`src/div_pkg.sv`:
```
package div_pkg;

    // operand and result width
    localparam int XLEN = 64;

    // destination register tag width
    localparam int TAG_W = 5;

    // accepting edge to rsp_valid, fixed for every op
    localparam int DIV_CYCLES = 66;

    // request queue entries
    localparam int REQ_DEPTH = 4;

    // funct3 of the M extension divide group
    localparam logic [2:0] FUNCT3_DIV  = 3'b100;
    localparam logic [2:0] FUNCT3_DIVU = 3'b101;
    localparam logic [2:0] FUNCT3_REM  = 3'b110;
    localparam logic [2:0] FUNCT3_REMU = 3'b111;

    // one decoded divide request
    typedef struct packed {
        // signed operands
        logic             is_signed;
        // return remainder instead of quotient
        logic             want_rem;
        // 32-bit word form
        logic             is_word;
        logic [TAG_W-1:0] tag;
        // dividend
        logic [XLEN-1:0]  rs1;
        // divisor
        logic [XLEN-1:0]  rs2;
    } div_req_t;

endpackage
```
`src/div_unit.sv`:
```
`timescale 1ns/1ps

module div_unit (
    input  logic                      clk,
    input  logic                      rst,
    input  logic                      req_valid,
    output logic                      req_ready,
    input  logic [2:0]                req_funct3,
    input  logic                      req_word,
    input  logic [div_pkg::TAG_W-1:0] req_tag,
    input  logic [div_pkg::XLEN-1:0]  req_rs1,
    input  logic [div_pkg::XLEN-1:0]  req_rs2,
    output logic                      rsp_valid,
    input  logic                      rsp_ready,
    output logic [div_pkg::TAG_W-1:0] rsp_tag,
    output logic [div_pkg::XLEN-1:0]  rsp_data
);
    import div_pkg::*;

    // issue register outputs
    logic             iss_valid;
    logic             iss_ready;
    logic             iss_signed;
    logic             iss_rem;
    logic             iss_word;
    logic [TAG_W-1:0] iss_tag;
    logic [XLEN-1:0]  iss_rs1;
    logic [XLEN-1:0]  iss_rs2;

    // queue in and out records
    div_req_t iss_req;
    div_req_t q_req;
    logic     q_valid;
    logic     core_ready;

    div_issue u_issue (
        .clk        (clk),
        .rst        (rst),
        .req_valid  (req_valid),
        .req_ready  (req_ready),
        .req_funct3 (req_funct3),
        .req_word   (req_word),
        .req_tag    (req_tag),
        .req_rs1    (req_rs1),
        .req_rs2    (req_rs2),
        .iss_valid  (iss_valid),
        .iss_ready  (iss_ready),
        .iss_signed (iss_signed),
        .iss_rem    (iss_rem),
        .iss_word   (iss_word),
        .iss_tag    (iss_tag),
        .iss_rs1    (iss_rs1),
        .iss_rs2    (iss_rs2)
    );

    // pack decoded fields for the queue
    assign iss_req.is_signed = iss_signed;
    assign iss_req.want_rem  = iss_rem;
    assign iss_req.is_word   = iss_word;
    assign iss_req.tag       = iss_tag;
    assign iss_req.rs1       = iss_rs1;
    assign iss_req.rs2       = iss_rs2;

    div_req_fifo #(
        .payload_t (div_req_t)
    ) u_fifo (
        .clk       (clk),
        .rst       (rst),
        .in_valid  (iss_valid),
        .in_ready  (iss_ready),
        .in_data   (iss_req),
        .out_valid (q_valid),
        .out_ready (core_ready),
        .out_data  (q_req)
    );

    // head of queue unpacked straight into the divider
    div_core u_core (
        .clk       (clk),
        .rst       (rst),
        .in_valid  (q_valid),
        .in_ready  (core_ready),
        .in_signed (q_req.is_signed),
        .in_rem    (q_req.want_rem),
        .in_word   (q_req.is_word),
        .in_tag    (q_req.tag),
        .in_rs1    (q_req.rs1),
        .in_rs2    (q_req.rs2),
        .rsp_valid (rsp_valid),
        .rsp_ready (rsp_ready),
        .rsp_tag   (rsp_tag),
        .rsp_data  (rsp_data)
    );

endmodule

```
`src/div_core.sv`:
```
`timescale 1ns/1ps

module div_core (
    input  logic                      clk,
    input  logic                      rst,
    input  logic                      in_valid,
    output logic                      in_ready,
    input  logic                      in_signed,
    input  logic                      in_rem,
    input  logic                      in_word,
    input  logic [div_pkg::TAG_W-1:0] in_tag,
    input  logic [div_pkg::XLEN-1:0]  in_rs1,
    input  logic [div_pkg::XLEN-1:0]  in_rs2,
    output logic                      rsp_valid,
    input  logic                      rsp_ready,
    output logic [div_pkg::TAG_W-1:0] rsp_tag,
    output logic [div_pkg::XLEN-1:0]  rsp_data
);
    import div_pkg::*;

    // control
    logic       busy;
    logic [6:0] cnt;
    logic       accept;
    logic       last_step;

    // latched request, 65-bit extended
    logic [XLEN:0] dvd_x;
    logic [XLEN:0] dvs_x;
    logic [XLEN:0] dvs_mag;
    logic          op_rem;
    logic          op_word;

    // partial remainder and quotient pair
    logic [XLEN:0] part_rem;
    logic [XLEN:0] quot_q;

    logic [XLEN:0]   rs1_x;
    logic [XLEN:0]   rs2_x;
    logic [XLEN:0]   rs1_mag;
    logic [XLEN:0]   rs2_mag;
    logic [XLEN:0]   rem_sh;
    logic [XLEN:0]   rem_step;
    logic [XLEN:0]   rem_fix;
    logic [XLEN:0]   quot_s;
    logic [XLEN:0]   rem_s;
    logic [XLEN:0]   min_x;
    logic            div_zero;
    logic            overflow;
    logic [XLEN:0]   res;
    logic [XLEN-1:0] res_out;

    // idle and nothing parked on the response side
    assign in_ready  = !busy && !rsp_valid;
    assign accept    = in_valid && in_ready;
    assign last_step = cnt == 7'(DIV_CYCLES - 1);

    // word ops look at the low half only
    assign rs1_x = in_word ? {{(XLEN - 31){in_signed & in_rs1[31]}}, in_rs1[31:0]}
                           : {in_signed & in_rs1[XLEN-1], in_rs1};
    assign rs2_x = in_word ? {{(XLEN - 31){in_signed & in_rs2[31]}}, in_rs2[31:0]}
                           : {in_signed & in_rs2[XLEN-1], in_rs2};
    assign rs1_mag = rs1_x[XLEN] ? -rs1_x : rs1_x;
    assign rs2_mag = rs2_x[XLEN] ? -rs2_x : rs2_x;

    // one non-restoring step, shift then add or subtract by remainder sign
    assign rem_sh   = {part_rem[XLEN-1:0], quot_q[XLEN]};
    assign rem_step = part_rem[XLEN] ? rem_sh + dvs_mag : rem_sh - dvs_mag;

    // final remainder correction
    assign rem_fix = part_rem[XLEN] ? part_rem + dvs_mag : part_rem;

    // quotient sign from both operands, remainder follows dividend
    assign quot_s = (dvd_x[XLEN] ^ dvs_x[XLEN]) ? -quot_q : quot_q;
    assign rem_s  = dvd_x[XLEN] ? -rem_fix : rem_fix;

    // most negative value at the op width, extended
    assign min_x = op_word ? {{(XLEN - 30){1'b1}}, 31'b0} : {2'b11, {(XLEN - 1){1'b0}}};

    assign div_zero = dvs_x == '0;
    // all-ones divisor only possible when signed
    assign overflow = (dvd_x == min_x) && (&dvs_x);

    always_comb begin
        if (div_zero) begin
            res = op_rem ? dvd_x : '1;
        end else if (overflow) begin
            res = op_rem ? '0 : dvd_x;
        end else begin
            res = op_rem ? rem_s : quot_s;
        end
    end

    // word result sign-extends bit 31
    assign res_out = op_word ? {{(XLEN - 32){res[31]}}, res[31:0]} : res[XLEN-1:0];

    always_ff @(posedge clk) begin
        if (rst) begin
            busy      <= 1'b0;
            cnt       <= '0;
            rsp_valid <= 1'b0;
        end else if (accept) begin
            busy <= 1'b1;
            cnt  <= '0;
        end else if (busy) begin
            if (last_step) begin
                busy      <= 1'b0;
                rsp_valid <= 1'b1;
            end else begin
                cnt <= cnt + 1'b1;
            end
        end else if (rsp_valid && rsp_ready) begin
            rsp_valid <= 1'b0;
        end
    end

    // datapath, 65 steps then one result edge
    always_ff @(posedge clk) begin
        if (accept) begin
            dvd_x    <= rs1_x;
            dvs_x    <= rs2_x;
            dvs_mag  <= rs2_mag;
            part_rem <= '0;
            quot_q   <= rs1_mag;
            op_rem   <= in_rem;
            op_word  <= in_word;
            rsp_tag  <= in_tag;
        end else if (busy && !last_step) begin
            part_rem <= rem_step;
            quot_q   <= {quot_q[XLEN-1:0], ~rem_step[XLEN]};
        end else if (busy) begin
            rsp_data <= res_out;
        end
    end

    // a running divide never shows a response
    a_busy_excl: assert property (@(posedge clk) disable iff (rst)
        busy |-> !rsp_valid);

    // no new request latched while a divide runs
    a_busy_hold: assert property (@(posedge clk) disable iff (rst)
        busy |=> $stable(rsp_tag) && $stable(dvs_mag));

    // fixed latency, special cases included
    a_latency: assert property (@(posedge clk) disable iff (rst)
        accept |=> !rsp_valid [*DIV_CYCLES] ##1 rsp_valid);

endmodule

```
`src/div_req_fifo.sv`:
```
`timescale 1ns/1ps

module div_req_fifo #(
    parameter type payload_t = logic,
    parameter int  DEPTH     = div_pkg::REQ_DEPTH
) (
    input  logic     clk,
    input  logic     rst,
    input  logic     in_valid,
    output logic     in_ready,
    input  payload_t in_data,
    output logic     out_valid,
    input  logic     out_ready,
    output payload_t out_data
);

    // storage, no reset needed on payload
    payload_t mem [DEPTH];

    logic [$clog2(DEPTH)-1:0]   wr_ptr;
    logic [$clog2(DEPTH)-1:0]   rd_ptr;
    logic [$clog2(DEPTH+1)-1:0] count;

    logic full;
    logic empty;
    logic wr_en;
    logic rd_en;

    assign full  = int'(count) == DEPTH;
    assign empty = count == '0;

    // a full queue still takes a write when the head leaves
    assign in_ready  = !full || out_ready;
    assign out_valid = !empty;
    assign out_data  = mem[rd_ptr];

    assign wr_en = in_valid && in_ready;
    assign rd_en = out_valid && out_ready;

    always_ff @(posedge clk) begin
        if (wr_en) begin
            mem[wr_ptr] <= in_data;
        end
    end

    // pointers wrap at DEPTH, which need not be a power of two
    always_ff @(posedge clk) begin
        if (rst) begin
            wr_ptr <= '0;
            rd_ptr <= '0;
        end else begin
            if (wr_en) begin
                wr_ptr <= (int'(wr_ptr) == DEPTH - 1) ? '0 : wr_ptr + 1'b1;
            end
            if (rd_en) begin
                rd_ptr <= (int'(rd_ptr) == DEPTH - 1) ? '0 : rd_ptr + 1'b1;
            end
        end
    end

    // occupancy
    always_ff @(posedge clk) begin
        if (rst) begin
            count <= '0;
        end else begin
            case ({wr_en, rd_en})
                2'b10:   count <= count + 1'b1;
                2'b01:   count <= count - 1'b1;
                default: count <= count;
            endcase
        end
    end

    // pointers meet only when full or empty, so no live entry is overwritten
    a_no_wr_full: assert property (@(posedge clk) disable iff (rst)
        (wr_ptr == rd_ptr) == (full || empty));

    // occupancy stays in range
    a_count_range: assert property (@(posedge clk) disable iff (rst)
        int'(count) <= DEPTH);

endmodule

```
`src/div_issue.sv`:
```
`timescale 1ns/1ps

module div_issue (
    input  logic                      clk,
    input  logic                      rst,
    input  logic                      req_valid,
    output logic                      req_ready,
    input  logic [2:0]                req_funct3,
    input  logic                      req_word,
    input  logic [div_pkg::TAG_W-1:0] req_tag,
    input  logic [div_pkg::XLEN-1:0]  req_rs1,
    input  logic [div_pkg::XLEN-1:0]  req_rs2,
    output logic                      iss_valid,
    input  logic                      iss_ready,
    output logic                      iss_signed,
    output logic                      iss_rem,
    output logic                      iss_word,
    output logic [div_pkg::TAG_W-1:0] iss_tag,
    output logic [div_pkg::XLEN-1:0]  iss_rs1,
    output logic [div_pkg::XLEN-1:0]  iss_rs2
);
    import div_pkg::*;

    logic accept;
    logic is_signed_d;
    logic want_rem_d;

    // DIV and REM are the signed pair
    assign is_signed_d = (req_funct3 == FUNCT3_DIV) || (req_funct3 == FUNCT3_REM);
    assign want_rem_d  = (req_funct3 == FUNCT3_REM) || (req_funct3 == FUNCT3_REMU);

    // empty, or draining this cycle
    assign req_ready = !iss_valid || iss_ready;
    assign accept    = req_valid && req_ready;

    always_ff @(posedge clk) begin
        if (rst) begin
            iss_valid <= 1'b0;
        end else if (accept) begin
            iss_valid <= 1'b1;
        end else if (iss_ready) begin
            iss_valid <= 1'b0;
        end
    end

    // payload, loaded on accept only
    always_ff @(posedge clk) begin
        if (accept) begin
            iss_signed <= is_signed_d;
            iss_rem    <= want_rem_d;
            iss_word   <= req_word;
            iss_tag    <= req_tag;
            iss_rs1    <= req_rs1;
            iss_rs2    <= req_rs2;
        end
    end

    // only the divide group reaches this unit
    a_funct3_div: assert property (@(posedge clk) disable iff (rst)
        accept |-> req_funct3[2]);

    // downstream stall holds the register
    a_hold_stall: assert property (@(posedge clk) disable iff (rst)
        iss_valid && !iss_ready |=> iss_valid && $stable(iss_tag) && $stable(iss_rs1)
            && $stable(iss_rs2) && $stable({iss_signed, iss_rem, iss_word}));

endmodule

```
`config.mk`:
```
export PLATFORM = sky130hd
export DESIGN_NAME = div_unit
export DESIGN_NICKNAME = d
export VERILOG_FILES = /design/src/div_pkg.sv /design/src/div_unit.sv /design/src/div_core.sv /design/src/div_req_fifo.sv /design/src/div_issue.sv
export SDC_FILE = /design/constraint.sdc
export NUM_CORES = 2
export LEC_CHECK = 0
export BUFFER_PORTS_ARGS = -buffer_cell sky130_fd_sc_hd__buf_4
export CORE_MARGIN = 5
export CORE_UTILIZATION = 40
export DETAILED_ROUTE_END_ITERATION = 8
export PLACE_DENSITY = 0.63
export SLEW_MARGIN = 20
export SYNTH_ARGS = -nofsm -noshare
export SYNTH_HDL_FRONTEND = slang
export SYNTH_SLANG_ARGS = --single-unit
```
`constraint.sdc`:
```
create_clock -name clk -period 9.81 [get_ports clk]
set_input_delay 0 -clock clk [delete_from_list [all_inputs] [get_ports clk]]
set_output_delay 0 -clock clk [all_outputs]
set_load 0.01 [all_outputs]
```
==> results.ini <==
[layout]
fill_cells=12400
area_delta_synth_final_pct=18.0
layout_common_cells=edfxtp_1, nand2_1, o21ai_0, a21oi_1, nor2_1
drive_gt1_share_pct=12.5
final_common_cell=edfxtp_1
seq_area_sq_um=32000
fin_cells=7132
nets=5439
multi_input_area_sq_um=23100
post-route-util_pct=47.6

[placement]
post-dp-hpwl_microns=128000
place_congestion=1.00
dp_cells=6635
io_buffers=211

[outcome]
status=complete, no violations

[logic_synthesis]
synthCells=4717
synth.largest_area_cell=edfxtp_1
synthesis.nets=5001
synthFlopType=edfxtp_1
syn_area_sq_um=56300
synthArstFlopShare_pct=0
ys_seq_elements=1094
ys_warn_count=0
synth_area_leaders=edfxtp_1, mux4_2, o21ai_0
yosysSeqAreaShare_pct=56.8
synth_cell_type_count=103
synth_edf_count=1010
avgSynthCellArea_sq_um=11.9
synth_top_cell_area_share_pct=53.9

[routing]
wl_per_cell_microns=24.8
first_pass_iters=6
drc=0
drt_iter0_markers=4272
wl_microns=177000
route.detailed.vias_per_inst=5.80
detail-route-antenna-nets=0
vias=41400

[clock_network]
cts.sinks=1094
clk_path_buf_depth=3
post_cts_resized=0
cts_tree=done
htreeDepth=3
cts.clk_slew.worst_paths_ns=0.06
clkLatencyLatePin_ns=0.77
cts_root_buf=clkbuf_16
cts_buffers=116

[timing]
maxSlewHeadroom_pct=17.7
fin_skew_ns=0.0577
hold_violations=0
fin_crit_sh_pct=68.5
timing.setup.tns_ns=0
fmax_mhz=149
slew_viol_final=0
rsz0062_at_grt=false
fin_crit_ns=6.72
setup_violations=0
tightest_slew_ns=1.22

[global_routing]
grt_max_degree=183
grt_pass1_wl_microns=262000
grt.total_usage_pct=23.5
grt_pass1_vias=40100
antenna_found_initial=14
grt.overflow.total=0

[worst_hold_path]
hold_path_end=u_issue.iss_rem
hold_depth=3
hold_start=req_funct3[2]
hold_path.class=in2reg

[critical_path]
critical_path_class=reg2reg
critPathArrivalTime_ns=7.34
cp_slowest_cell=a2111oi_0
required_ns=10.44
rrSetupSlack_ns=3.09
r2r_end=u_core.part_rem[64]
reg2reg_from=u_core.dvs_mag[24]
end_kind=flip-flop
worst_r2r_path_depth=20
worst_setup_path_start_kind=flip-flop
path_max_fanout=7
crit_chain=or3_1 > nor4_1 > nand3b_1 > nor3_1 > and3_1 > nor2_1 > xnor2_1 > ha_1 > and2_1 > nand3_1 > nor2_1 > nand2_1 > a2111oi_0 > o2111ai_1 > a21oi_1 > nor2_1 > o21bai_1 > a41oi_1 > mux2_2 > a221o_1
cpMostUsedCell=nor2_1
cpPeakStageDelay_ns=0.83

[pwr]
finalPower_mw=23.4
irDropWorstVdd_mv=0.325
cellPowerDensity_nw_per_um2=352
p_leak_nw=23.4

[die]
rows=137
start_util_pct=40.3
die-height_microns=385
dieArea_sq_um=148000
die_w_microns=385
boundaryPins=212
coreArea_sq_um=140000

[job]
drv_cap=0

==> cells by family (layout without fill, tap and decap cells) <==
family / Yosys count / in the layout / share of synthesized area [%]
AO/OA/AOI/OAI: 1194 / 1194 / 13.1
XOR/XNOR: 387 / 387 / 6.02
adder cells (fa/ha/maj): 143 / 143 / 3.22
buffers and inverters: 311 / 847 / 2.23
flip-flops: 1094 / 1094 / 56.8
multiplexers: 171 / 171 / 6.02
other: 1 / 4 / 0.00666
AND/OR/NAND/NOR: 1416 / 1416 / 12.6
==> synth_stat cells (25+ instances only) <==
cell type,number
xor2_1,195
o21ai_0,370
nand2_1,468
o31ai_1,37
a31oi_1,61
a211oi_1,40
inv_1,93
nor4_1,76
mux4_2,133
mux2i_1,25
a21o_1,94
ha_1,140
and3_1,32
a21oi_1,323
nor2b_1,41
or3_1,47
nand3_1,114
nor3_1,91
dfxtp_1,84
edfxtp_1,1010
nand2b_1,35
clkbuf_1,166
xnor2_1,192
nand4_1,88
nor2_1,280
==> worst max-delay path by stage <==
stage,start,endpoint,slack [ns],cells after the start
after floorplan,u_core.rsp_valid,u_fifo.count[2],1.32,11
after global placement,u_core.dvs_mag[24],u_core.part_rem[64],3.35,20
after detailed placement,u_core.dvs_mag[24],u_core.part_rem[64],3.31,20
after CTS,u_core.dvs_mag[24],u_core.part_rem[64],3.28,20
after global routing,u_core.dvs_mag[24],u_core.part_rem[64],2.74,20
final,u_core.dvs_mag[24],u_core.part_rem[64],3.09,20
==> sequential cells by signal, indices dropped and copies added (netlist names), named ones only <==
signal	cells
u_fifo.wr_ptr	2
u_issue.iss_tag	5
u_core.quot_q	65
u_core.rsp_data	64
u_core.dvs_x	64
u_fifo.rd_ptr	2
u_core.dvd_x	65
u_core.op_rem	1
u_fifo.mem	544
u_core.op_word	1
u_core.part_rem	65
u_issue.iss_word	1
u_issue.iss_rem	1
u_core.busy	1
u_core.rsp_tag	5
u_issue.iss_signed	1
u_fifo.count	3
u_issue.iss_rs2	64
u_core.cnt	7
u_issue.iss_rs1	64
u_issue.iss_valid	1
u_core.dvs_mag	65
u_core.rsp_valid	1
==> through the flow <==
step / hold WS, ns / instance area (sq um) / setup slack [ns]
2_1_floorplan: 0.0989 / 56300 / 1.32
3_3_place_gp: 0.178 / 59900 / 3.35
3_5_place_dp: 0.179 / 59900 / 3.31
4_1_cts: 0.0285 / 66400 / 3.28
5_1_grt: 0.119 / 66400 / 2.74
6_report: 0.136 / 66400 / 3.09
==> per-layer routing <==
metal / global-route usage, % / vias to the layer above / part of all wire, %
met3: 4.14 / 349 / 7.3
li1: - / 19000 / -
met5: 0 / - / 0.015
met1: 31.9 / 20400 / 42
met2: 37.1 / 1644 / 46
met4: 10.3 / 4 / 4.8
==> timing repair <==
action / CTS / global route
hold endpoints to repair: 164 / 0
setup buffers: 0 / 0
hold buffers: 277 / 0
==> cell type report <==
cell class / instances / share of cell area [%]
diodes: 3 / 0.0113
clock buffers: 141 / 4.54
clock inverters: 75 / 1.14
inverters: 94 / 0.542
multi-input cells: 3312 / 34.8
flip-flops and latches: 1094 / 48.2
well taps: 1876 / 3.53
repair buffers: 537 / 7.28
==> power breakdown <==
part,switching (mW),internal (mW),leakage (nW)
Combinational,7.36,4.07,11.4
Sequential,1.16,6.43,10.1
Clock,1.91,2.44,1.84
==> critical path, delay by kind of cell, from the launching register on <==
family | cells | cell delay (ns)
mux | 1 | 0.32
xor+xnor | 1 | 0.16
simple gates | 11 | 3.22
compound gates | 6 | 2.08
flops | 1 | 0.45
fa+ha+maj | 1 | 0.36
No activity file was read; power rests on OpenSTA's default activity.
